==> src/ecc_pkg.sv <==
// ---------------------------------------------------------------------------
// Shared definitions for the ECC-protected SRAM
//   Word, codeword and address widths
//   User request, bank access and error flag structs
//   Hsiao (39,32) parity-check column table
// ---------------------------------------------------------------------------

package ecc_pkg;

  localparam int unsigned DataWidth   = 32;
  localparam int unsigned ParityWidth = 7;
  localparam int unsigned CodeWidth   = DataWidth + ParityWidth;
  localparam int unsigned NumWords    = 256;
  localparam int unsigned AddrWidth   = $clog2(NumWords);
  localparam int unsigned ByteWidth   = 8;
  localparam int unsigned NumBytes    = DataWidth / ByteWidth;

  // One column per data bit, all of weight three and distinct.
  // Check bits use the unit columns, so every column has odd weight.
  localparam logic [DataWidth-1:0][ParityWidth-1:0] HsiaoCols = {
    7'h62, 7'h61, 7'h58, 7'h54, 7'h52, 7'h51, 7'h4c, 7'h4a,
    7'h49, 7'h46, 7'h45, 7'h43, 7'h38, 7'h34, 7'h32, 7'h31,
    7'h2c, 7'h2a, 7'h29, 7'h26, 7'h25, 7'h23, 7'h1c, 7'h1a,
    7'h19, 7'h16, 7'h15, 7'h13, 7'h0e, 7'h0d, 7'h0b, 7'h07
  };

  typedef struct packed {
    logic                 we;
    logic [AddrWidth-1:0] addr;
    logic [DataWidth-1:0] wdata;
    logic [NumBytes-1:0]  be;
    logic [CodeWidth-1:0] inj_mask; // XORed into the stored codeword
  } mem_req_t;

  typedef struct packed {
    logic                 we;
    logic [AddrWidth-1:0] addr;
    logic [CodeWidth-1:0] wdata;
  } bank_req_t;

  typedef struct packed {
    logic single; // Corrected
    logic multi;  // Detected, not correctable
  } ecc_err_t;

endpackage
==> src/secded_enc.sv <==
// ---------------------------------------------------------------------------
// Hsiao (39,32) SECDED encoder
// Seven check bits are appended above the 32 data bits
// ---------------------------------------------------------------------------

module secded_enc (
  input  logic [ecc_pkg::DataWidth-1:0] data_i,
  output logic [ecc_pkg::CodeWidth-1:0] code_o
);

  import ecc_pkg::*;

  logic [ParityWidth-1:0] check;

  // Each check bit covers the data bits whose column has a one in its row
  always_comb begin
    check = '0;
    for (int j = 0; j < ParityWidth; j++) begin
      for (int i = 0; i < DataWidth; i++) begin
        check[j] = check[j] ^ (data_i[i] & HsiaoCols[i][j]);
      end
    end
  end

  assign code_o = {check, data_i};

endmodule

==> config.mk <==
export PLATFORM = sky130hd
export DESIGN_NAME = secded_enc
export DESIGN_NICKNAME = d
export VERILOG_FILES = /design/src/ecc_pkg.sv /design/src/secded_enc.sv
export SDC_FILE = /design/constraint.sdc
export NUM_CORES = 1
export LEC_CHECK = 0
export BUFFER_PORTS_ARGS = -buffer_cell sky130_fd_sc_hd__buf_2
export CORE_ASPECT_RATIO = 1.4
export CORE_UTILIZATION = 43
export DETAILED_ROUTE_END_ITERATION = 8
export PLACE_DENSITY_LB_ADDON = 0.12
export SLEW_MARGIN = 5
export SYNTH_ARGS = -nofsm -noshare
export SYNTH_HDL_FRONTEND = slang
export SYNTH_SLANG_ARGS = --single-unit
==> constraint.sdc <==
create_clock -name vclk -period 1.75
set_input_delay 0.35 -clock vclk [all_inputs]
set_output_delay 0.35 -clock vclk [all_outputs]
set_load 0.005 [all_outputs]
Word level (Yosys, flattened, before mapping). Index checks and enable logic that the tools add are counted.

Register bits after elaboration: 0. Input bits: 32. Output and inout bits: 39. Logic and storage cells: 88.

Bitwise operators: 88.

Operator list (number): XOR 1 bit (88).

Logic depth before layout (Yosys ltp).
Depth in word-level cells: 14. Mapped depth: 3. Mapped depth without buffers: 3.

Worst setup path after synthesis. OpenSTA, ideal clock, no wires.

Path kind: input to output. Start point: in data_i[20] in the netlist's numbering. End point: out code_o[38] in the netlist's numbering. Slack: 0.057 ns. Path buffers: 0. Data arrival time: 1.343 ns. Cell stages on the path: 3. Data required time: 1.400 ns. Path through: xnor3_1 xnor2_2 xnor3_1.

Cells in the longest elaborated chain, start to end: 11.

RTL lines: start: declaration (line secded_enc.sv:7) `input logic [ecc_pkg::DataWidth-1:0] data_i,`; XOR 1 bit (11 in series) (line secded_enc.sv:20) `check[j] = check[j] ^ (data_i[i] & HsiaoCols[i][j]);`; end: declaration (line secded_enc.sv:8) `output logic [ecc_pkg::CodeWidth-1:0] code_o`.

Every way passes these cells.

Worst setup path in the final report.
Start point: in data_i[0] in the netlist's numbering. End point: out code_o[32] in the netlist's numbering.

Cells in the longest elaborated chain, start to end: 14.

RTL lines (line): XOR 1 bit (14 in series) (secded_enc.sv:20).

Every way passes these cells.

==> metrics <==
commonest non-fill, non-tap cell in the layout buf_2; Die H 57.13 um; Hold Fails Final Rpt 0; CP arrival 1.55 ns; Final #Nets 180; syn_nets 117; crit path time final 1.898 ns; global-route wire length before repair 2622 um; DP Worst Slack -0.2902 ns; Syn Area/Cell 10.98 um^2; clk_buf instances 0; # Max-Cap Violations 0; Netlist cell types 6; Buffers on Ports 71; most frequent cells in the layout buf_2, buf_4, xnor2_1; final setup vio count 5; violated checks setup timing; DRT Pass-1 Iters 1; fmax 527.0 MHz; critical path type input port to output pin; die area 0.002364 mm^2; Placed Cells 161; most frequent CP cell buf_2; dpl cell area 0.001195 mm^2; worst slew pin tran 0.2965 ns; RSZ-0062 raised after global routing yes; Post-Route WL 1944 um; max-slew violations 0; layout cell share with drive strength beyond 1 75.34%; relative slew slack 80.09%; antenna viol nets, final 0; sequential area share after synthesis 0%; DRC viols 0; cts hold-fix bufs 0; CP bufs+invs 2; crit path max fanout 3; Critical Path RT 1.40 ns; vias in the first global route 658; die width 41.38 um; Critical Path Start Type input port; final worst slack -0.1476 ns; GRT Total Usage 15.49%; gpl congestion 0.7782; total inserted antenna cells 0; seq_cells 0; Final Util 72.68%; Iteration-0 DRC Markers 0; Worst path max stage delay 0.43 ns; status complete, but fails checks; pwr/cell area 547.2 mW/mm^2; Core ar. 0.001997 mm^2; GRT overflow 0; initial antenna violation count 0; Leakage 0.0008361 uW; crit-path leading delay family XOR/XNOR gates; area delta synth->final 55.50%; critical path endpoint category output pin; Initial Util 46.74%; IO Pins 71; final instance area 0.001451 mm^2; pin count of the biggest net entering global routing 4; Post-DP HPWL 1566 um; Vias/cell 4.335; Hold WC Path Type input port to output pin; Critical-path top delay cell xnor3_1; FF+latch area 0 um^2; Peak VDD IR 0.4226 mV; floorplan row count 19; Fin Hold WS 0.8731 ns; FILL cells 160; routed len/inst 11.64 um; yosys warns 0; Synth Cell Area 933.4 um^2; via count 724; Tcrit/Tclk final 108.4%; worst-path cell chain buf_2 > xnor2_2 > xnor3_1 > xor3_1 > buf_2; Finished Layout Cells 167; Cells after Synth 85
-- worst paths after layout --
kind	startpoint	endpoint	slack (ns)	cells after the start
setup / recovery	data_i[0]	code_o[32]	-0.15	5
hold / removal	data_i[23]	code_o[23]	0.87	2
-- layout make-up --
cell class                      count  area (um^2)  area share [%]
Tap cell                           21        26.28           1.810
Timing Repair Buffer               93        600.6           41.38
Multi-Input combinational cell     53        824.5           56.81
-- per-stage QoR --
| step | setup TNS, ns | total power [uW] |
|---|---|---|
| 2_1_floorplan | 0 | 485.7 |
| 4_1_cts | -0.4854 | 764.3 |
| 3_3_place_gp | -0.8019 | 701.7 |
| 5_1_grt | -0.8123 | 862.3 |
| 6_report | -0.4205 | 794.1 |
| 3_5_place_dp | -0.9539 | 707.8 |
-- synth_stat cells, drive strengths merged --
library cell  count  area share, %
xnor2            31             30
buf              32             26
xor3              1            2.5
xor2              6            5.6
xnor3            15             36
-- where the power goes --
part / switching [uW] / internal, uW / leakage, uW
Sequential: 0 / 0 / 0
Clock: 0 / 0 / 0
Combinational: 262 / 532 / 0.000836
-- metal layers --
metal	track usage [%]	share of wire [%]	wire, um	up-vias
met3	0	5.1	99	0
met5	0	0	0	-
met2	31.25	57	1109	37
li1	-	-	-	359
met1	17.65	38	735	328
met4	0	0	0	0
-- what timing repair did --
action | 4_1_cts | 5_1_grt
resized for setup | 22 | 18
pin swaps | 11 | 7
endpoints found under the hold margin | 0 | 0
setup buffers | 3 | 3
setup endpoints to repair | 7 | 7
-- logic make-up after synthesis --
logic type  synth area share (%)
buf+inv                    25.74
xor+xnor                   74.26
(Power assumes the default switching activity.)
