[config.mk]
export PLATFORM = sky130hd
export DESIGN_NAME = secded_dec
export DESIGN_NICKNAME = d
export VERILOG_FILES = /design/src/ecc_pkg.sv /design/src/secded_dec.sv
export SDC_FILE = /design/constraint.sdc
export NUM_CORES = 1
export LEC_CHECK = 0
export ABC_AREA = 0
export BUFFER_PORTS_ARGS = -buffer_cell sky130_fd_sc_hd__buf_2
export CAP_MARGIN = 15
export CORE_MARGIN = 3
export CORE_UTILIZATION = 30
export DETAILED_ROUTE_END_ITERATION = 6
export PLACE_DENSITY = 0.57
export SKIP_LAST_GASP = 1
export SYNTH_ARGS = -nofsm -noshare
export SYNTH_HDL_FRONTEND = slang
export SYNTH_SLANG_ARGS = --single-unit
[constraint.sdc]
create_clock -name vclk -period 2.7
set_clock_uncertainty 0.05 [all_clocks]
set_input_delay 0.135 -clock vclk [all_inputs]
set_output_delay 0.135 -clock vclk [all_outputs]
set_load 0.02 [all_outputs]
[src/ecc_pkg.sv]
// ---------------------------------------------------------------------------
// Shared definitions for the ECC-protected SRAM
//   Word, codeword and address widths
//   User request, bank access and error flag structs
//   Hsiao (39,32) parity-check column table
// ---------------------------------------------------------------------------

package ecc_pkg;

  localparam int unsigned DataWidth   = 32;
  localparam int unsigned ParityWidth = 7;
  localparam int unsigned CodeWidth   = DataWidth + ParityWidth;
  localparam int unsigned NumWords    = 256;
  localparam int unsigned AddrWidth   = $clog2(NumWords);
  localparam int unsigned ByteWidth   = 8;
  localparam int unsigned NumBytes    = DataWidth / ByteWidth;

  // One column per data bit, all of weight three and distinct.
  // Check bits use the unit columns, so every column has odd weight.
  localparam logic [DataWidth-1:0][ParityWidth-1:0] HsiaoCols = {
    7'h62, 7'h61, 7'h58, 7'h54, 7'h52, 7'h51, 7'h4c, 7'h4a,
    7'h49, 7'h46, 7'h45, 7'h43, 7'h38, 7'h34, 7'h32, 7'h31,
    7'h2c, 7'h2a, 7'h29, 7'h26, 7'h25, 7'h23, 7'h1c, 7'h1a,
    7'h19, 7'h16, 7'h15, 7'h13, 7'h0e, 7'h0d, 7'h0b, 7'h07
  };

  typedef struct packed {
    logic                 we;
    logic [AddrWidth-1:0] addr;
    logic [DataWidth-1:0] wdata;
    logic [NumBytes-1:0]  be;
    logic [CodeWidth-1:0] inj_mask; // XORed into the stored codeword
  } mem_req_t;

  typedef struct packed {
    logic                 we;
    logic [AddrWidth-1:0] addr;
    logic [CodeWidth-1:0] wdata;
  } bank_req_t;

  typedef struct packed {
    logic single; // Corrected
    logic multi;  // Detected, not correctable
  } ecc_err_t;

endpackage
[src/secded_dec.sv]
// ---------------------------------------------------------------------------
// Hsiao (39,32) SECDED decoder
//   Syndrome computation
//   Single-bit correction of the data bits
//   Single and multi error classification
// ---------------------------------------------------------------------------

module secded_dec (
  input  logic [  ecc_pkg::CodeWidth-1:0] code_i,
  output logic [  ecc_pkg::DataWidth-1:0] data_o,
  output logic [ecc_pkg::ParityWidth-1:0] syndrome_o,
  output ecc_pkg::ecc_err_t               err_o
);

  import ecc_pkg::*;

  logic [  DataWidth-1:0] data;
  logic [ParityWidth-1:0] check;
  logic [ParityWidth-1:0] syndrome;

  assign data  = code_i[DataWidth-1:0];
  assign check = code_i[CodeWidth-1:DataWidth];

  // Recomputed check bits against the stored ones
  always_comb begin
    syndrome = check;
    for (int j = 0; j < ParityWidth; j++) begin
      for (int i = 0; i < DataWidth; i++) begin
        syndrome[j] = syndrome[j] ^ (data[i] & HsiaoCols[i][j]);
      end
    end
  end

  // Flip the data bit whose column matches the syndrome
  always_comb begin
    data_o = data;
    for (int i = 0; i < DataWidth; i++) begin
      if (syndrome == HsiaoCols[i]) begin
        data_o[i] = ~data[i];
      end
    end
  end

  assign syndrome_o   = syndrome;
  assign err_o.single = ^syndrome;                // Odd weight, one bit flipped
  assign err_o.multi  = (|syndrome) & ~(^syndrome); // Even weight, nonzero

endmodule

After elaboration in Yosys (flattened, before gate mapping)
Index checks and enable logic that the tools add are counted.
{"block": "totals", "in_bits": 39, "word_cells": 196, "regBits": 0, "output_inout_bits": 41}
{"block": "classes", "n_reduce_logical": 2, "muxes": 32, "eq_ne": 32, "n_bitwise": 130}
{"operator": "XOR 1 bit", "n": 96}
{"operator": "== test 7 bit (second input constant)", "n": 12}
{"operator": "== test 7 x 6 -> 1 bit (second input constant)", "n": 10}
{"operator": "== test 7 x 5 -> 1 bit (second input constant)", "n": 6}
{"operator": "inverter 1 bit", "n": 33}
{"operator": "2-to-1 mux 1 bit", "n": 32}
{"operator": "== test 7 x 4 -> 1 bit (second input constant)", "n": 3}
{"operator": "== test 7 x 3 -> 1 bit (second input constant)", "n": 1}
{"operator": "OR reduction 7 bit", "n": 1}
{"operator": "parity 7 bit", "n": 1}
{"operator": "AND 1 bit", "n": 1}

Depth between registers and ports, before layout
Gate-level depths: netlist of run 1.
{"block": "logic_depth", "ltp_word": 18, "ltp_mapped": 9, "mapped_depth_nobuf": 8}

Worst setup path before layout of run 1
No wires, ideal clock.
{"block": "synth_timing", "path_type": "input port to output port", "from": "input code_i[23] (netlist bit)", "to": "output err_o[0] (netlist bit)", "path_stages": 8, "t_required_ns": 2.515, "arrival_ns": 2.341, "slack_ns": 0.174, "n_path_buf": 0, "cell_sequence": "xor2_1 -> xnor2_1 -> xor2_1 -> xor2_1 -> ha_1 -> xnor3_1 -> xnor3_1 -> a41oi_1"}
{"element": "start: declaration", "line": "secded_dec.sv:9", "source": "input logic [ ecc_pkg::CodeWidth-1:0] code_i,"}
{"element": "end: declaration", "line": "secded_dec.sv:12", "source": "output ecc_pkg::ecc_err_t err_o"}

==> summary.md, run 1 <==
| Metric | Value |
|---|---|
| CORE AREA | `4750 um2` |
| Routability Congestion | `0.844` |
| Buffers on Ports | `80` |
| Seq_cells | `0` |
| Synth-to-Final Area Change | `39.0%` |
| Routed Antenna Nets | `0` |
| 1st-iter DRT viols | `96` |
| Critical path data required time | `2.52 ns` |
| Delay-heaviest family, CP | `XOR/XNOR gates` |
| Min cycle time layout | `2.55 ns` |
| Synth Warn # | `0` |
| Final Cycle Share | `0.943` |
| Peak Freq | `0.393 GHz` |
| Chip width | `76.5 um` |
| Most frequent cells after synthesis | `xnor2_1, nand4_1, xor2_1` |
| CP Class | `input port to output pin` |
| Syn_area_per_cell | `9.10 um2` |
| # setup viols final | `0` |
| Leakage dissipation | `0.929 nW` |
| Mapped Nets | `207` |
| Max-cap violation count | `0` |
| Number of remaining DRC errors | `0` |
| DRT Pass-1 Iters | `4` |
| Fin. Hold Viols | `0` |
| Clock Buffer Count | `0` |
| Outcome | `complete, no violations` |
| Synth unique cells | `17` |
| Gr ovfl total | `0` |
| Core Util, Final | `0.436` |
| Crit Path Max Fanout | `3` |
| Synth top area cells | `xnor2_1, xnor3_1, nand4_1, xor2_1, xnor2_2` |
| Vias in the first global route | `1381` |
| Die Span Y | `76.5 um` |
| Max stage delay on crit path | `0.38 ns` |
| Layout Nets | `289` |
| Starting Density | `0.314` |
| WHS | `0.554 ns` |
| Slowest CP cell | `xnor3_1` |
| Data arrival time of the critical path | `2.36 ns` |
| Row count | `25` |
| Unrepaired setup endpoints after global routing | `false` |
| Pin count of the biggest net entering global routing | `17` |
| Vias | `1472` |
| CTS Hold Bufs | `0` |
| Synthesized cell area | `1490 um2` |
| Worst slew margin relative to its limit | `0.701` |
| Critical-path cell list | `buf_2 -> xnor2_2 -> xnor2_1 -> buf_4 -> xnor2_2 -> xnor2_1 -> ha_1 -> xnor3_1 -> xnor3_1 -> a41oi_1 -> buf_4` |
| Tot GR Track Use | `0.151` |
| Register area share after synthesis | `0` |
| Pwr/cell area | `1170 nW/um2` |
| Global-route wire length before repair | `7.24 mm` |
| Initial antenna violation count | `0` |
| Worst Hold Class | `input port to output pin` |
| Layout cells sized above 1 | `0.447` |
| Antenna diodes | `0` |
| Syn Inst Count | `164` |
| Yosys top cell area share | `0.464` |
| Fillcell total | `528` |
| Crit. End Element | `output pin` |
| Storage cell area | `0 um2` |
| Setup TNS | `0 ns` |
| VDD IR max | `0.709 mV` |
| Least-Margin Pin Slew | `0.448 ns` |
| Drt via density | `4.73` |
| Worst Path Buf+Inv | `3` |
| Average wire per standard cell | `15.1 um` |
| Slew Limit Fails | `0` |
| Dpl hpwl | `3.94 mm` |
| Drt total wl | `4.70 mm` |
| Die area | `5860 um2` |
| Crit path launch type | `input port` |
| Post-synth top area cell | `xnor2_1` |
| Top-count cell post-synth | `xnor2_1` |
| Io pins | `80` |
[report_power, final]
part | total, mW | leakage [nW] | switching (mW) | internal [mW]
Clock | 0 | 0 | 0 | 0
Sequential | 0 | 0 | 0 | 0
Combinational | 2.42 | 0.929 | 1.45 | 0.973
Total | 2.42 | 0.929 | 1.45 | 0.973
[placed cells by master, fill, tap and decap left out]
master,instances
xnor2_4,1
xnor2_2,11
xnor3_1,9
buf_4,9
nand4_1,32
inv_1,3
inv_2,3
xor2_1,10
and3_1,3
buf_2,79
nor3_1,1
xnor2_1,72
ha_1,4
nor3_2,3
a41oi_1,1
xor3_2,1
xor2_2,1
xnor3_2,1
[final cells by class]
type,count,area (um2),share of cell area
well taps,67,83.8,0.0404
multi-input cells,150,1510,0.726
repair buffers,88,463,0.223
inverters,6,22.5,0.0109
[logic make-up (layout without fill, tap and decap cells)]
kind of cell,count (synthesis),in the layout,synth area share
xor+xnor,106,106,0.751
simple gates,39,39,0.170
buf+inv,14,94,0.0394
fa+ha+maj,4,4,0.0335
compound gates,1,1,0.00587
[per-layer routing]
metal	global-route usage	up-vias	wire [um]	share of wire
met5	0	-	0	0
met4	0	0	0	0
met3	0.0165	0	412	0.088
met2	0.257	65	2270	0.48
met1	0.217	675	2010	0.43
li1	-	732	-	-
[worst min-delay path, stage by stage]
cell and delay (ns):
buf_2 0.12, xnor2_1 0.07, buf_2 0.15
[stage by stage]
| step | cells | power, mW | setup WS, ns | cell area [um2] |
|---|---|---|---|---|
| after floorplan | 164 | 1.63 | 0.174 | 1490 |
| after global placement | 310 | 2.33 | 0.104 | 1990 |
| after detailed placement | 310 | 2.32 | 0.0900 | 1990 |
| after CTS | 310 | 2.33 | 0.0711 | 1990 |
| after global routing | 311 | 2.59 | 0.00824 | 2070 |
| final | 311 | 2.42 | 0.154 | 2070 |
[worst paths after layout]
check	slack, ns	to	depth (start not counted)	startpoint
setup / recovery	0.15	err_o[0]	11	code_i[9]
hold / removal	0.55	data_o[28]	3	code_i[28]
[what timing repair did]
item / in CTS / in global routing
gates resized for setup: 0 / 10
setup buffers: 0 / 1
setup endpoints to repair: 0 / 2
No activity file was read; power rests on OpenSTA's default activity.
==> inputs of run 2 (changes only) <==
Settings changed: CORE_UTILIZATION 30 to 48, PLACE_DENSITY 0.57 to 0.85.
==> summary.md, run 2 (synthesis gave the netlist of run 1 again) <==
| Metric | Value |
|---|---|
| Outcome | `complete, no violations (unchanged)` |
| Die area | `3810 um2 (was 5860 um2)` |
| 1st-iter DRT viols | `82 (was 96)` |
| Fin. Hold Viols | `0 (unchanged)` |
| Average wire per standard cell | `16.0 um (was 15.1 um)` |
| Pwr/cell area | `1190 nW/um2 (was 1170 nW/um2)` |
| Non-Filler Instances | `271 (was 311)` |
| Gr ovfl total | `0 (unchanged)` |
| Data arrival time of the critical path | `2.38 ns (was 2.36 ns)` |
| Logic pwr share | `1.000 (about the same)` |
| Routed Antenna Nets | `0 (unchanged)` |
| Antenna diodes | `0 (unchanged)` |
| Vias in the first global route | `1432 (was 1381)` |
| Initial antenna violation count | `0 (unchanged)` |
| CORE AREA | `2850 um2 (was 4750 um2)` |
| Fillcell total | `228 (was 528)` |
| Clk pwr share | `0 (about the same)` |
| CTS Hold Bufs | `0 (unchanged)` |
| Clock Buffer Count | `0 (unchanged)` |
| Most frequent cells in the layout | `buf_2, xnor2_1, nand4_1, xor2_1, xnor3_1 (was buf_2, xnor2_1, nand4_1, xnor2_2, xor2_1)` |
| Crit Path Max Fanout | `3 (unchanged)` |
| Drt via density | `5.56 (was 4.73)` |
| Crit. End Element | `output pin (unchanged)` |
| Number of remaining DRC errors | `0 (unchanged)` |
| Leakage dissipation | `0.886 nW (was 0.929 nW)` |
| Inst Count DP | `271 (was 310)` |
| Final Cycle Share | `0.949 (was 0.943)` |
| Multi-input combinational cell area | `1470 um2 (was 1510 um2)` |
| Seq_cells | `0 (unchanged)` |
| Worst slew margin relative to its limit | `0.690 (was 0.701)` |
| Routability Congestion | `0.905 (was 0.844)` |
| # resized after CTS | `0 (unchanged)` |
| Global-route wire length before repair | `6.52 mm (was 7.24 mm)` |
| Worst Hold Class | `input port to output pin (unchanged)` |
| Chip width | `61.8 um (was 76.5 um)` |
| Unrepaired setup endpoints after global routing | `false (unchanged)` |
| DRT Pass-1 Iters | `4 (unchanged)` |
| Slew Limit Fails | `0 (unchanged)` |
| Max-cap violation count | `0 (unchanged)` |
| Io pins | `80 (unchanged)` |
| VDD IR max | `1.54 mV (was 0.709 mV)` |
| Starting Density | `0.523 (was 0.314)` |
| Sw Ratio | `0.613 (was 0.598)` |
| Die Span Y | `61.8 um (was 76.5 um)` |
| Layout cells sized above 1 | `0.417 (was 0.447)` |
| CP Class | `input port to output pin (unchanged)` |
| Cell-internal power | `0.905 mW (was 0.973 mW)` |
| Critical path data required time | `2.52 ns (about the same)` |
| Tot GR Track Use | `0.223 (was 0.151)` |
| Min cycle time layout | `2.56 ns (was 2.55 ns)` |
| Vias | `1508 (was 1472)` |
| Crit path launch type | `input port (unchanged)` |
| Psw | `1.43 mW (was 1.45 mW)` |
| Post-CTS Repair Setup Buffers | `0 (unchanged)` |
| Peak Freq | `0.390 GHz (was 0.393 GHz)` |
| # setup viols final | `0 (unchanged)` |
| Row count | `19 (was 25)` |
| Register share of total power | `0 (about the same)` |
| Setup TNS | `0 ns (unchanged)` |
| Dpl hpwl | `3.56 mm (was 3.94 mm)` |
| Synth-to-Final Area Change | `31.7% (was 39.0%)` |
| Layout Nets | `285 (was 289)` |
| Most common cell after layout, fill and taps aside | `buf_2 (unchanged)` |
| Storage cell area | `0 um2 (unchanged)` |
| Least-Margin Pin Slew | `0.461 ns (was 0.448 ns)` |
| Drt total wl | `4.33 mm (was 4.70 mm)` |
| Pin count of the biggest net entering global routing | `17 (unchanged)` |
| Buffers on Ports | `80 (unchanged)` |
## run 2: stage by stage
stage / power (mW) / worst slack (ns) / hold slack, ns / cell area [um2] / util
detailed placement: 2.26 / 0.0797 / 0.559 / 1930 / 0.675
global route: 2.48 / 0.0238 / 0.572 / 1970 / 0.689
CTS: 2.27 / 0.0721 / 0.560 / 1930 / 0.675
global placement: 2.24 / 0.136 / 0.552 / 1930 / 0.675
floorplan: 1.63 / 0.174 / 0.362 / 1490 / -
finish: 2.34 / 0.138 / 0.555 / 1970 / 0.689
## run 2: area by class of cell
cell class                 instances  share of cell area
inverter                           6              0.0115
tap                               31              0.0197
timing repair buffer              84               0.219
multi-input combinational        150               0.750
## run 2: critical path: stages
cell and delay, ns:
buf_2 0.13, xor2_1 0.19, xnor2_2 0.25, xor2_1 0.21, xor2_1 0.22, ha_1 0.27, xnor3_1 0.38, xnor3_1 0.23
a41oi_1 0.16, buf_2 0.19
## run 2: routing by layer
| layer | up-vias | track usage | part of all wire |
|---|---|---|---|
| met5 | - | 0 | 0 |
| met4 | 0 | 0.0485 | 0.011 |
| met3 | 7 | 0.0124 | 0.069 |
| met2 | 72 | 0.384 | 0.49 |
| met1 | 703 | 0.309 | 0.43 |
| li1 | 726 | - | - |
## run 2: final timing paths
| kind | start | to | slack, ns | cells after the start |
|---|---|---|---|---|
| max | code_i[23] | err_o[0] | 0.14 | 10 |
| min | code_i[28] | data_o[28] | 0.55 | 3 |
## run 2: power by group through the flow
stage	Combinational [mW]	Sequential, mW	Clock, mW
after floorplan	1.63	0	0
after global placement	2.24	0	0
after detailed placement	2.26	0	0
after CTS	2.27	0	0
after global routing	2.48	0	0
final	2.34	0	0
