===== src/ecc_pkg.sv =====
// ---------------------------------------------------------------------------
// Shared definitions for the ECC-protected SRAM
//   Word, codeword and address widths
//   User request, bank access and error flag structs
//   Hsiao (39,32) parity-check column table
// ---------------------------------------------------------------------------

package ecc_pkg;

  localparam int unsigned DataWidth   = 32;
  localparam int unsigned ParityWidth = 7;
  localparam int unsigned CodeWidth   = DataWidth + ParityWidth;
  localparam int unsigned NumWords    = 256;
  localparam int unsigned AddrWidth   = $clog2(NumWords);
  localparam int unsigned ByteWidth   = 8;
  localparam int unsigned NumBytes    = DataWidth / ByteWidth;

  // One column per data bit, all of weight three and distinct.
  // Check bits use the unit columns, so every column has odd weight.
  localparam logic [DataWidth-1:0][ParityWidth-1:0] HsiaoCols = {
    7'h62, 7'h61, 7'h58, 7'h54, 7'h52, 7'h51, 7'h4c, 7'h4a,
    7'h49, 7'h46, 7'h45, 7'h43, 7'h38, 7'h34, 7'h32, 7'h31,
    7'h2c, 7'h2a, 7'h29, 7'h26, 7'h25, 7'h23, 7'h1c, 7'h1a,
    7'h19, 7'h16, 7'h15, 7'h13, 7'h0e, 7'h0d, 7'h0b, 7'h07
  };

  typedef struct packed {
    logic                 we;
    logic [AddrWidth-1:0] addr;
    logic [DataWidth-1:0] wdata;
    logic [NumBytes-1:0]  be;
    logic [CodeWidth-1:0] inj_mask; // XORed into the stored codeword
  } mem_req_t;

  typedef struct packed {
    logic                 we;
    logic [AddrWidth-1:0] addr;
    logic [CodeWidth-1:0] wdata;
  } bank_req_t;

  typedef struct packed {
    logic single; // Corrected
    logic multi;  // Detected, not correctable
  } ecc_err_t;

endpackage

===== src/ecc_scrubber.sv =====
// ---------------------------------------------------------------------------
// Background scrubber
//   Idle/read/check/fix FSM and address counter
//   Bank arbitration, the user side always wins
//   Write-back of corrected words, report of uncorrectable ones
// ---------------------------------------------------------------------------

module ecc_scrubber (
  input  logic                          clk_i,
  input  logic                          rst_ni,
  input  logic                          scrub_trigger_i,
  input  logic                          intc_req_i,
  input  ecc_pkg::bank_req_t            intc_breq_i,
  output logic [ecc_pkg::CodeWidth-1:0] intc_rdata_o,
  output logic                          bank_req_o,
  output ecc_pkg::bank_req_t            bank_breq_o,
  input  logic [ecc_pkg::CodeWidth-1:0] bank_rdata_i,
  output logic                          scrub_fix_o,
  output logic                          scrub_uncorrectable_o
);

  import ecc_pkg::*;

  typedef enum logic [1:0] { IDLE, READ, CHECK, FIX } scrub_state_e;
  scrub_state_e state_d, state_q, resume;

  logic [AddrWidth-1:0] addr_d, addr_q, addr_next;
  logic [CodeWidth-1:0] fix_code_q, enc_code;
  logic                 fix_load, fix_d, fix_q, unc_d, unc_q;
  logic                 scrub_req;
  bank_req_t            scrub_breq;

  logic [DataWidth-1:0] dec_data;
  ecc_err_t             dec_err;

  secded_dec i_dec (
    .code_i     (bank_rdata_i),
    .data_o     (dec_data),
    .syndrome_o (),
    .err_o      (dec_err)
  );

  secded_enc i_enc (
    .data_i (dec_data),
    .code_o (enc_code)
  );

  assign addr_next = (addr_q == AddrWidth'(NumWords - 1)) ? '0 : addr_q + 1'b1;
  assign resume    = scrub_trigger_i ? READ : IDLE;

  always_comb begin
    state_d          = state_q;
    addr_d           = addr_q;
    scrub_req        = 1'b0;
    scrub_breq.we    = 1'b0;
    scrub_breq.addr  = addr_q;
    scrub_breq.wdata = fix_code_q;
    fix_load         = 1'b0;
    fix_d            = 1'b0;
    unc_d            = 1'b0;
    unique case (state_q)
      IDLE: begin
        if (scrub_trigger_i) state_d = READ;
      end
      READ: begin
        if (!scrub_trigger_i) begin
          state_d = IDLE;
        end else if (!intc_req_i) begin
          scrub_req = 1'b1; // Read slot is free
          state_d   = CHECK;
        end
      end
      CHECK: begin
        if (dec_err.multi) begin
          unc_d   = 1'b1;
          addr_d  = addr_next;
          state_d = resume;
        end else if (dec_err.single) begin
          if (intc_req_i) begin
            state_d = READ; // User touched the bank, re-read
          end else begin
            fix_load = 1'b1;
            state_d  = FIX;
          end
        end else begin
          addr_d  = addr_next;
          state_d = resume;
        end
      end
      FIX: begin
        if (intc_req_i) begin
          state_d = READ; // Stored fix may be stale now
        end else begin
          scrub_req     = 1'b1;
          scrub_breq.we = 1'b1;
          fix_d         = 1'b1;
          addr_d        = addr_next;
          state_d       = resume;
        end
      end
      default: state_d = IDLE;
    endcase
  end

  always_ff @(posedge clk_i or negedge rst_ni) begin
    if (!rst_ni) begin
      state_q <= IDLE;
      addr_q  <= '0;
      fix_q   <= 1'b0;
      unc_q   <= 1'b0;
    end else begin
      state_q <= state_d;
      addr_q  <= addr_d;
      fix_q   <= fix_d;
      unc_q   <= unc_d;
    end
  end

  always_ff @(posedge clk_i) begin
    if (fix_load) fix_code_q <= enc_code;
  end

  assign bank_req_o            = intc_req_i | scrub_req;
  assign bank_breq_o           = intc_req_i ? intc_breq_i : scrub_breq;
  assign intc_rdata_o          = bank_rdata_i;
  assign scrub_fix_o           = fix_q;
  assign scrub_uncorrectable_o = unc_q;

  // No user access between the scrub read and its write-back
  a_no_collision: assert property (@(posedge clk_i) disable iff (!rst_ni)
    scrub_req && scrub_breq.we |-> !$past(intc_req_i) && !$past(intc_req_i, 2))
    else $error("scrubber writes back a word the user side may have changed");

endmodule


===== src/secded_dec.sv =====
// ---------------------------------------------------------------------------
// Hsiao (39,32) SECDED decoder
//   Syndrome computation
//   Single-bit correction of the data bits
//   Single and multi error classification
// ---------------------------------------------------------------------------

module secded_dec (
  input  logic [  ecc_pkg::CodeWidth-1:0] code_i,
  output logic [  ecc_pkg::DataWidth-1:0] data_o,
  output logic [ecc_pkg::ParityWidth-1:0] syndrome_o,
  output ecc_pkg::ecc_err_t               err_o
);

  import ecc_pkg::*;

  logic [  DataWidth-1:0] data;
  logic [ParityWidth-1:0] check;
  logic [ParityWidth-1:0] syndrome;

  assign data  = code_i[DataWidth-1:0];
  assign check = code_i[CodeWidth-1:DataWidth];

  // Recomputed check bits against the stored ones
  always_comb begin
    syndrome = check;
    for (int j = 0; j < ParityWidth; j++) begin
      for (int i = 0; i < DataWidth; i++) begin
        syndrome[j] = syndrome[j] ^ (data[i] & HsiaoCols[i][j]);
      end
    end
  end

  // Flip the data bit whose column matches the syndrome
  always_comb begin
    data_o = data;
    for (int i = 0; i < DataWidth; i++) begin
      if (syndrome == HsiaoCols[i]) begin
        data_o[i] = ~data[i];
      end
    end
  end

  assign syndrome_o   = syndrome;
  assign err_o.single = ^syndrome;                // Odd weight, one bit flipped
  assign err_o.multi  = (|syndrome) & ~(^syndrome); // Even weight, nonzero

endmodule


===== src/secded_enc.sv =====
// ---------------------------------------------------------------------------
// Hsiao (39,32) SECDED encoder
// Seven check bits are appended above the 32 data bits
// ---------------------------------------------------------------------------

module secded_enc (
  input  logic [ecc_pkg::DataWidth-1:0] data_i,
  output logic [ecc_pkg::CodeWidth-1:0] code_o
);

  import ecc_pkg::*;

  logic [ParityWidth-1:0] check;

  // Each check bit covers the data bits whose column has a one in its row
  always_comb begin
    check = '0;
    for (int j = 0; j < ParityWidth; j++) begin
      for (int i = 0; i < DataWidth; i++) begin
        check[j] = check[j] ^ (data_i[i] & HsiaoCols[i][j]);
      end
    end
  end

  assign code_o = {check, data_i};

endmodule


===== config.mk =====
export PLATFORM = sky130hd
export DESIGN_NAME = ecc_scrubber
export DESIGN_NICKNAME = d
export VERILOG_FILES = /design/src/ecc_pkg.sv /design/src/ecc_scrubber.sv /design/src/secded_dec.sv /design/src/secded_enc.sv
export SDC_FILE = /design/constraint.sdc
export NUM_CORES = 1
export LEC_CHECK = 0
export BUFFER_PORTS_ARGS = -buffer_cell sky130_fd_sc_hd__buf_2
export CAP_MARGIN = 15
export CORE_UTILIZATION = 43
export CTS_BUF_LIST = sky130_fd_sc_hd__clkbuf_8
export CTS_CLUSTER_DIAMETER = 40
export DETAILED_ROUTE_END_ITERATION = 16
export PLACE_DENSITY = 0.71
export REMOVE_ABC_BUFFERS = 1
export SLEW_MARGIN = 20
export SYNTH_ARGS = -nofsm -noshare
export SYNTH_HDL_FRONTEND = slang
export SYNTH_SLANG_ARGS = --single-unit
export TNS_END_PERCENT = 20

===== constraint.sdc =====
create_clock -name clk_i -period 4.3 [get_ports clk_i]
set_clock_uncertainty 0.05 [all_clocks]
set_input_delay 0.645 -clock clk_i [delete_from_list [all_inputs] [get_ports clk_i]]
set_output_delay 0.645 -clock clk_i [all_outputs]
set_load 0.02 [all_outputs]

---- Word level (Yosys, flattened, before mapping) ----
Cells that the tools add are included.
storage, ports and cells
  register bits ........................... 51
  bits of input ports ..................... 91
  word-level logic and storage cells ...... 328
  output and inout port bits .............. 90
operators by class
  multiplexer cells ....................... 57
  $add $sub $neg .......................... 1
  bitwise operators ....................... 219
  reductions and logical operators ........ 6
  equality and inequality tests ........... 40
operator list
  kind                   count
  $xor A1 B1 Y1          184
  $eq A7 B7 Y1 const B   12
  $eq A7 B6 Y1 const B   10
  $mux W48               1
  $mux W1                43
  $eq A7 B5 Y1 const B   6
  $not A1 Y1             33
  $mux W8                4
  $eq A7 B4 Y1 const B   3
  $pmux W8 S2            1
  $mux W2                6
  $add A8 B1 Y8 const B  1
  $eq A8 B8 Y1 const B   1
  $pmux W2 S4            1
  $eq A7 B3 Y1 const B   1
  $reduce_or A7 Y1       1
  $reduce_xor A7 Y1      1
  $ne A3 B3 Y1 const B   2
  $eq A2 B2 Y1 const B   2
  $ne A2 B2 Y1 const B   2
  $reduce_and A3 Y1      1
  $eq A2 B1 Y1 const B   1
  $logic_not A2 Y1       1
  $pmux W1 S2            1
  other kinds (4)        4

---- Depth between registers and ports, before layout ----
  depth after elaboration ................. 31
  gate-level depth with buffers ........... 15
  depth with buffers taken out ............ 14

---- Hierarchy ----
Synthesis repeated with hierarchy kept, for this count alone.
unflattened totals
  cells, all modules ...................... 438
  area, all modules ....................... 5058.6 µm²
modules (own cells, without submodules)
  module        cells an instance  times used  area each (µm²)
  ecc_scrubber  189                1           2632.5
  secded_dec    164                1           1492.7
  secded_enc    85                 1           933.4

---- Worst setup path after synthesis ----
Ideal clock, no wire load.
  kind .................................... input port to flip-flop
  start point ............................. input bank_rdata_i[13] in the netlist's numbering
  end point ............................... register fix_code_q[0], enable pin
  stages .................................. 11
  buffers on the path ..................... 0
  required time ........................... 3.815 ns
  slack ................................... -0.309 ns
  arrival time ............................ 4.124 ns
  cell sequence ........................... xor2_1 xnor2_1 xnor2_1 xnor2_1 xor2_1 ha_1 xnor2_1 xnor2_1 xnor2_1 nand3b_1 nor2_1
on the way
  word-level cells in the longest chain between the ends .. 14
RTL lines
  element                     RTL line                            RTL
  start, declared             ecc_scrubber.sv:17                  input logic [ecc_pkg::CodeWidth-1:0] bank_rdata_i,
  $xor A1 B1 Y1 (9 in a row)  secded_dec.sv:29                    syndrome[j] = syndrome[j] ^ (data[i] & HsiaoCols[i][j]);
  $reduce_xor A7 Y1           secded_dec.sv:45, secded_dec.sv:46
  $not A1 Y1                  secded_dec.sv:46                    assign err_o.multi = (|syndrome) & ~(^syndrome);
  $and A1 B1 Y1               secded_dec.sv:46
  $mux W1 *                   ecc_scrubber.sv:74                  if (dec_err.multi) begin
  $mux W1 *                   ecc_scrubber.sv:61                  unique case (state_q)
  via fix_load                ecc_scrubber.sv:29                  logic fix_load, fix_d, fix_q, unc_d, unc_q;
  end signal, assigned        ecc_scrubber.sv:120                 if (fix_load) fix_code_q <= enc_code;
  end, declared               ecc_scrubber.sv:28                  logic [CodeWidth-1:0] fix_code_q, enc_code;
The timed path passes the listed nets; every way through them passes the cells marked *.
A chain may end at the register's enable or synchronous reset.

---- Worst setup path in the final report ----
  start point ............................. input bank_rdata_i[8] in the netlist's numbering
  end point ............................... register fix_code_q[33] (data pin)
on the way
  word-level cells in the longest chain between the ends .. 26
RTL lines
  element                                       RTL line            RTL
  $xor A1 B1 Y1 (10 in a row)                   secded_dec.sv:29
  $eq A7 B3 Y1 or $eq A7 B4 Y1 (tied branches)  secded_dec.sv:38    if (syndrome == HsiaoCols[i]) begin
  $mux W1                                       secded_dec.sv:38
  $xor A1 B1 Y1 (13 in a row)                   secded_enc.sv:20    check[j] = check[j] ^ (data_i[i] & HsiaoCols[i][j]);
  $xor A1 B1 Y1 *                               secded_enc.sv:20
  via enc_code[33]                              ecc_scrubber.sv:28
Marks and branches as above.

==> results.md <==
- The maximum fanout along the worst path is 9.
- The number of global-route vias before repair is 3869.
- The clock period could shrink to 4.18 ns.
- In the post-route analysis, the smallest setup slack over all paths is 0.116 ns.
- The tool flagged a number of max-cap violations equal to 0.
- The H-tree was split into 2 levels.
- After synthesis, the mean cell area works out to 11.0 um2.
- The total count of hold-check failures in the final report is 0.
- The global routing stage identified its most utilized layer as met2.
- The clock root buffer is clkbuf_8.
- In this run the vertical extent of the chip is 111 um.
- The sequential-to-total area share from yosys stat is 28.9%.
- The die outline area is 12300 um2.
- The total routed wirelength is 13000 um.
- In this run switching power makes up 43.3% of total power.
- The buffers inserted during post-CTS setup optimization is 0.
- In the routed design, unresolved DRC markers number 0.
- The synthesized design contains 51 register bits.
- Power spread over the standard cell area amounts to 486 nW/um2.
- The number of iterations in the first detailed-routing pass is 4.
- The number of sinks handled by clock tree synthesis is 51.
- After global routing the overflow that remains totals 0.
- Global routing used 28.2% of the available met1 tracks.
- The final number of max-transition violations is 0.
- The CTS buffer count is 5.
- The analysis attributes to cell leakage a power of 2.79 nW.
- The floorplan has 39 rows.
- The diode insertion count for antenna repair is 0.
- After routing the design area is 6290 um2.
- In this run, flip-flops and latches consume 22.6% of the power.
- Cells with a size suffix above 1 make up 48.4% of the layout.
- The post-route fraction of the period consumed by the critical path is 97.3%.
- The cell depth of the worst flop-to-flop path is 5.
- The clock slew at the register clock pins of the worst setup and hold paths is 0.10 ns.
- The post-placement cell area is 6160 um2.
- The tightest hold path in the finished design has a slack of 0.138 ns.
- For the worst setup path, the data arrival time is 4.19 ns.
- The remaining antenna violation count after routing is 0.
- Once the floorplan was initialized, standard cells occupied 44.5% of the core.
- In this run the horizontal extent of the chip is 111 um.
- Setup violations remaining at the end of the flow were counted as 0.
- The number of buffer cells added on primary ports is 180.
- The worst-margin pin slew is 0.830 ns.
- The first routing iteration left 255 violations.
- STA puts the critical path data required time at 4.30 ns.
- After technology mapping, the gate count stands at 464.
- The total via count after detailed routing is 3844.
- Setup repair after global routing left no endpoint under its margin.
- The core region is 11500 um2.
- The peak clock frequency supported by timing is 239 MHz.
- The signed area change from the synthesized netlist to the final layout is 23.3%.
- The number of distinct library cells after synthesis is 45.
- Summed over all nets, the switching power comes to 1.32 mW.
- The clock insertion delay at the later pin of the skew report is 0.31 ns.
- The classification of the worst-slack hold path is primary input to async pin.
- Per report_power, the clock group accounts for 11.4% of the total.
- Global routing consumed, on the met2 layer, 37.2% of the routing resources.
- Before CTS, the worst setup slack after placement is -0.290 ns.
- The met3 demand-to-capacity share in global routing is 2.62%.
- The normalized max-slew margin is 44.7%.
- Counting the fill cells in the layout gives 1005.
- In the routed layout, each cell is associated on average with a via count of 4.90.
- STA classifies the critical path endpoint as a flop.
- The total internal power is 1.73 mW.
- The startpoint type of the worst setup path is a primary input.
- Combinational logic is responsible for 66.0% of the overall power.
- The global-route usage over all layers is 21.6%.
- The post-detailed-placement half-perimeter wirelength is 11000 um.
- The CTS tree is built.
- The worst IR drop on VDD is 253 uV.
- The pin count of the biggest net entering global routing is 40.
- The number of antenna violations at the first check in global routing is 0.
- The path type of the worst setup path is primary input to flop.
- The run finished with clean final reports.
- At the end of routability-driven placement, the weighted congestion stood at 0.928.
- The global-route wire length before repair is 20700 um.
- The Yosys step of the flow raised 0 warnings.
- After the last flow step, the layout net total stands at 740.
- After synthesis the cells add up to 5100 um2.
- Dividing the detail-routed wire length by the instance count gives 16.5 um.
- The top-level I/O count is 181.
- The clock passes through at most 2 buffers.
## metal layers
| layer | wire [um] | up-vias |
|---|---|---|
| met5 | 0 | - |
| met4 | 288 | 0 |
| met3 | 856 | 17 |
| met2 | 6300 | 152 |
| met1 | 5520 | 1790 |
| li1 | - | 1885 |
## cell usage after synthesis, drive strengths merged
cell	count	area, um2
a21boi	5	37.5
xor2	47	464
o31ai	2	15.0
nor2b	1	6.26
xnor2	107	1020
nand2b	1	6.26
nor3	4	41.3
o21bai	3	22.5
xnor3	14	317
o21a	1	7.51
nand2	22	82.6
xor3	3	73.8
nand4	2	12.5
and2	1	6.26
a31oi	2	12.5
or3	1	6.26
nor4b	1	8.76
nand3b	2	15.0
mux2	47	529
clkbuf	10	37.5
nor2	8	30.0
and3	5	31.3
a211oi	12	105
ha	9	113
edfxtp	39	1170
inv	19	71.3
nand3	12	65.1
a21o	1	7.51
o2111ai	5	43.8
dfrtp	12	300
a21oi	10	50.1
o21ai	13	72.6
buf	43	315
## logic make-up after synthesis
kind of cell | Yosys count | synth area share [%]
AOI/OAI and AO/OA | 54 | 7.34
muxes | 47 | 10.4
and+or+nand+nor | 60 | 6.11
xor gates and xnor gates | 171 | 36.8
buffers and inverters | 72 | 8.32
DFF | 51 | 28.9
adders and majority gates | 9 | 2.21
## power by group through the flow
stage	Clock, mW	Combinational [mW]	Sequential (mW)
2_1_floorplan	0	1.37	0.698
3_3_place_gp	0	1.98	0.699
3_5_place_dp	0	2.01	0.702
4_1_cts	0.358	2.01	0.690
5_1_grt	0.374	2.18	0.699
6_report	0.349	2.02	0.690
## area by class of cell
type / count / area, um2 / share of cell area, %
clock inverter: 3 / 45.0 / 0.717
timing repair buffer: 222 / 1230 / 19.5
sequential: 51 / 1470 / 23.4
multi-input combinational: 341 / 3220 / 51.3
inverter: 19 / 71.3 / 1.13
tap: 143 / 179 / 2.85
clock buffer: 5 / 68.8 / 1.09
## placed cells by master, fill, tap and decap left out, types with 2 or more instances in the layout
cell         n
a211oi_1     8
a211oi_2     4
a21boi_0     3
a21boi_1     2
a21oi_1     10
a31oi_1      2
and3_1       5
buf_2      180
buf_4       41
clkbuf_8     5
dfrtp_1     12
edfxtp_1    39
ha_1         9
inv_1       19
mux2_2      47
nand2_1     22
nand3_1     11
nand3b_1     2
nand4_1      2
nor2_1       7
nor3_2       2
o2111ai_1    5
o21ai_0      9
o21ai_1      2
o21ai_2      2
o21bai_1     3
o31ai_1      2
xnor2_1     95
xnor2_2     12
xnor3_1     13
xor2_1      40
xor2_2       7
xor3_2       2
## path summary, 6_finish.rpt
| check | startpoint | to | slack, ns |
|---|---|---|---|
| worst min-delay path | rst_ni | addr_q[3] | 0.14 |
| max in group asynchronous | rst_ni | addr_q[0] | 3.84 |
| min in group clk_i | addr_q[5] | addr_q[5] | 0.45 |
| worst max register to register | state_q[0] | addr_q[0] | 2.78 |
| worst min register to register | addr_q[5] | addr_q[5] | 0.45 |
| worst max-delay path | bank_rdata_i[8] | fix_code_q[33] | 0.12 |
## worst max-delay path, stage by stage
cell and delay, ns:
buf_2 0.17, xor2_1 0.35, xnor3_2 0.56, xor2_2 0.36
nand3_1 0.28, buf_4 0.27, a21oi_1 0.26, xnor2_1 0.36
xor2_1 0.17, xnor2_1 0.31, xnor3_1 0.45
## per-stage QoR
step                      setup TNS, ns  power, mW  std cells  util [%]
after floorplan                  -12.07       2.06        411         -
after global placement           -0.969       2.68        776      53.7
after detailed placement         -0.712       2.71        776      53.7
after CTS                             0       3.06        784      54.7
after global routing                  0       3.26        784      54.8
final                                 0       3.06        784      54.8
## repair_timing
action	4_1_cts	5_1_grt
gates resized for setup	0	2
hold buffers	0	0
setup endpoints to repair	0	1
## state kept, by name, indices dropped and copies added (netlist names)
register and count:
fix_code_q 39, addr_q 8, state_q 2, scrub_fix_o 1
scrub_uncorrectable_o 1
Note: power is estimated with default switching activity, not from simulation.
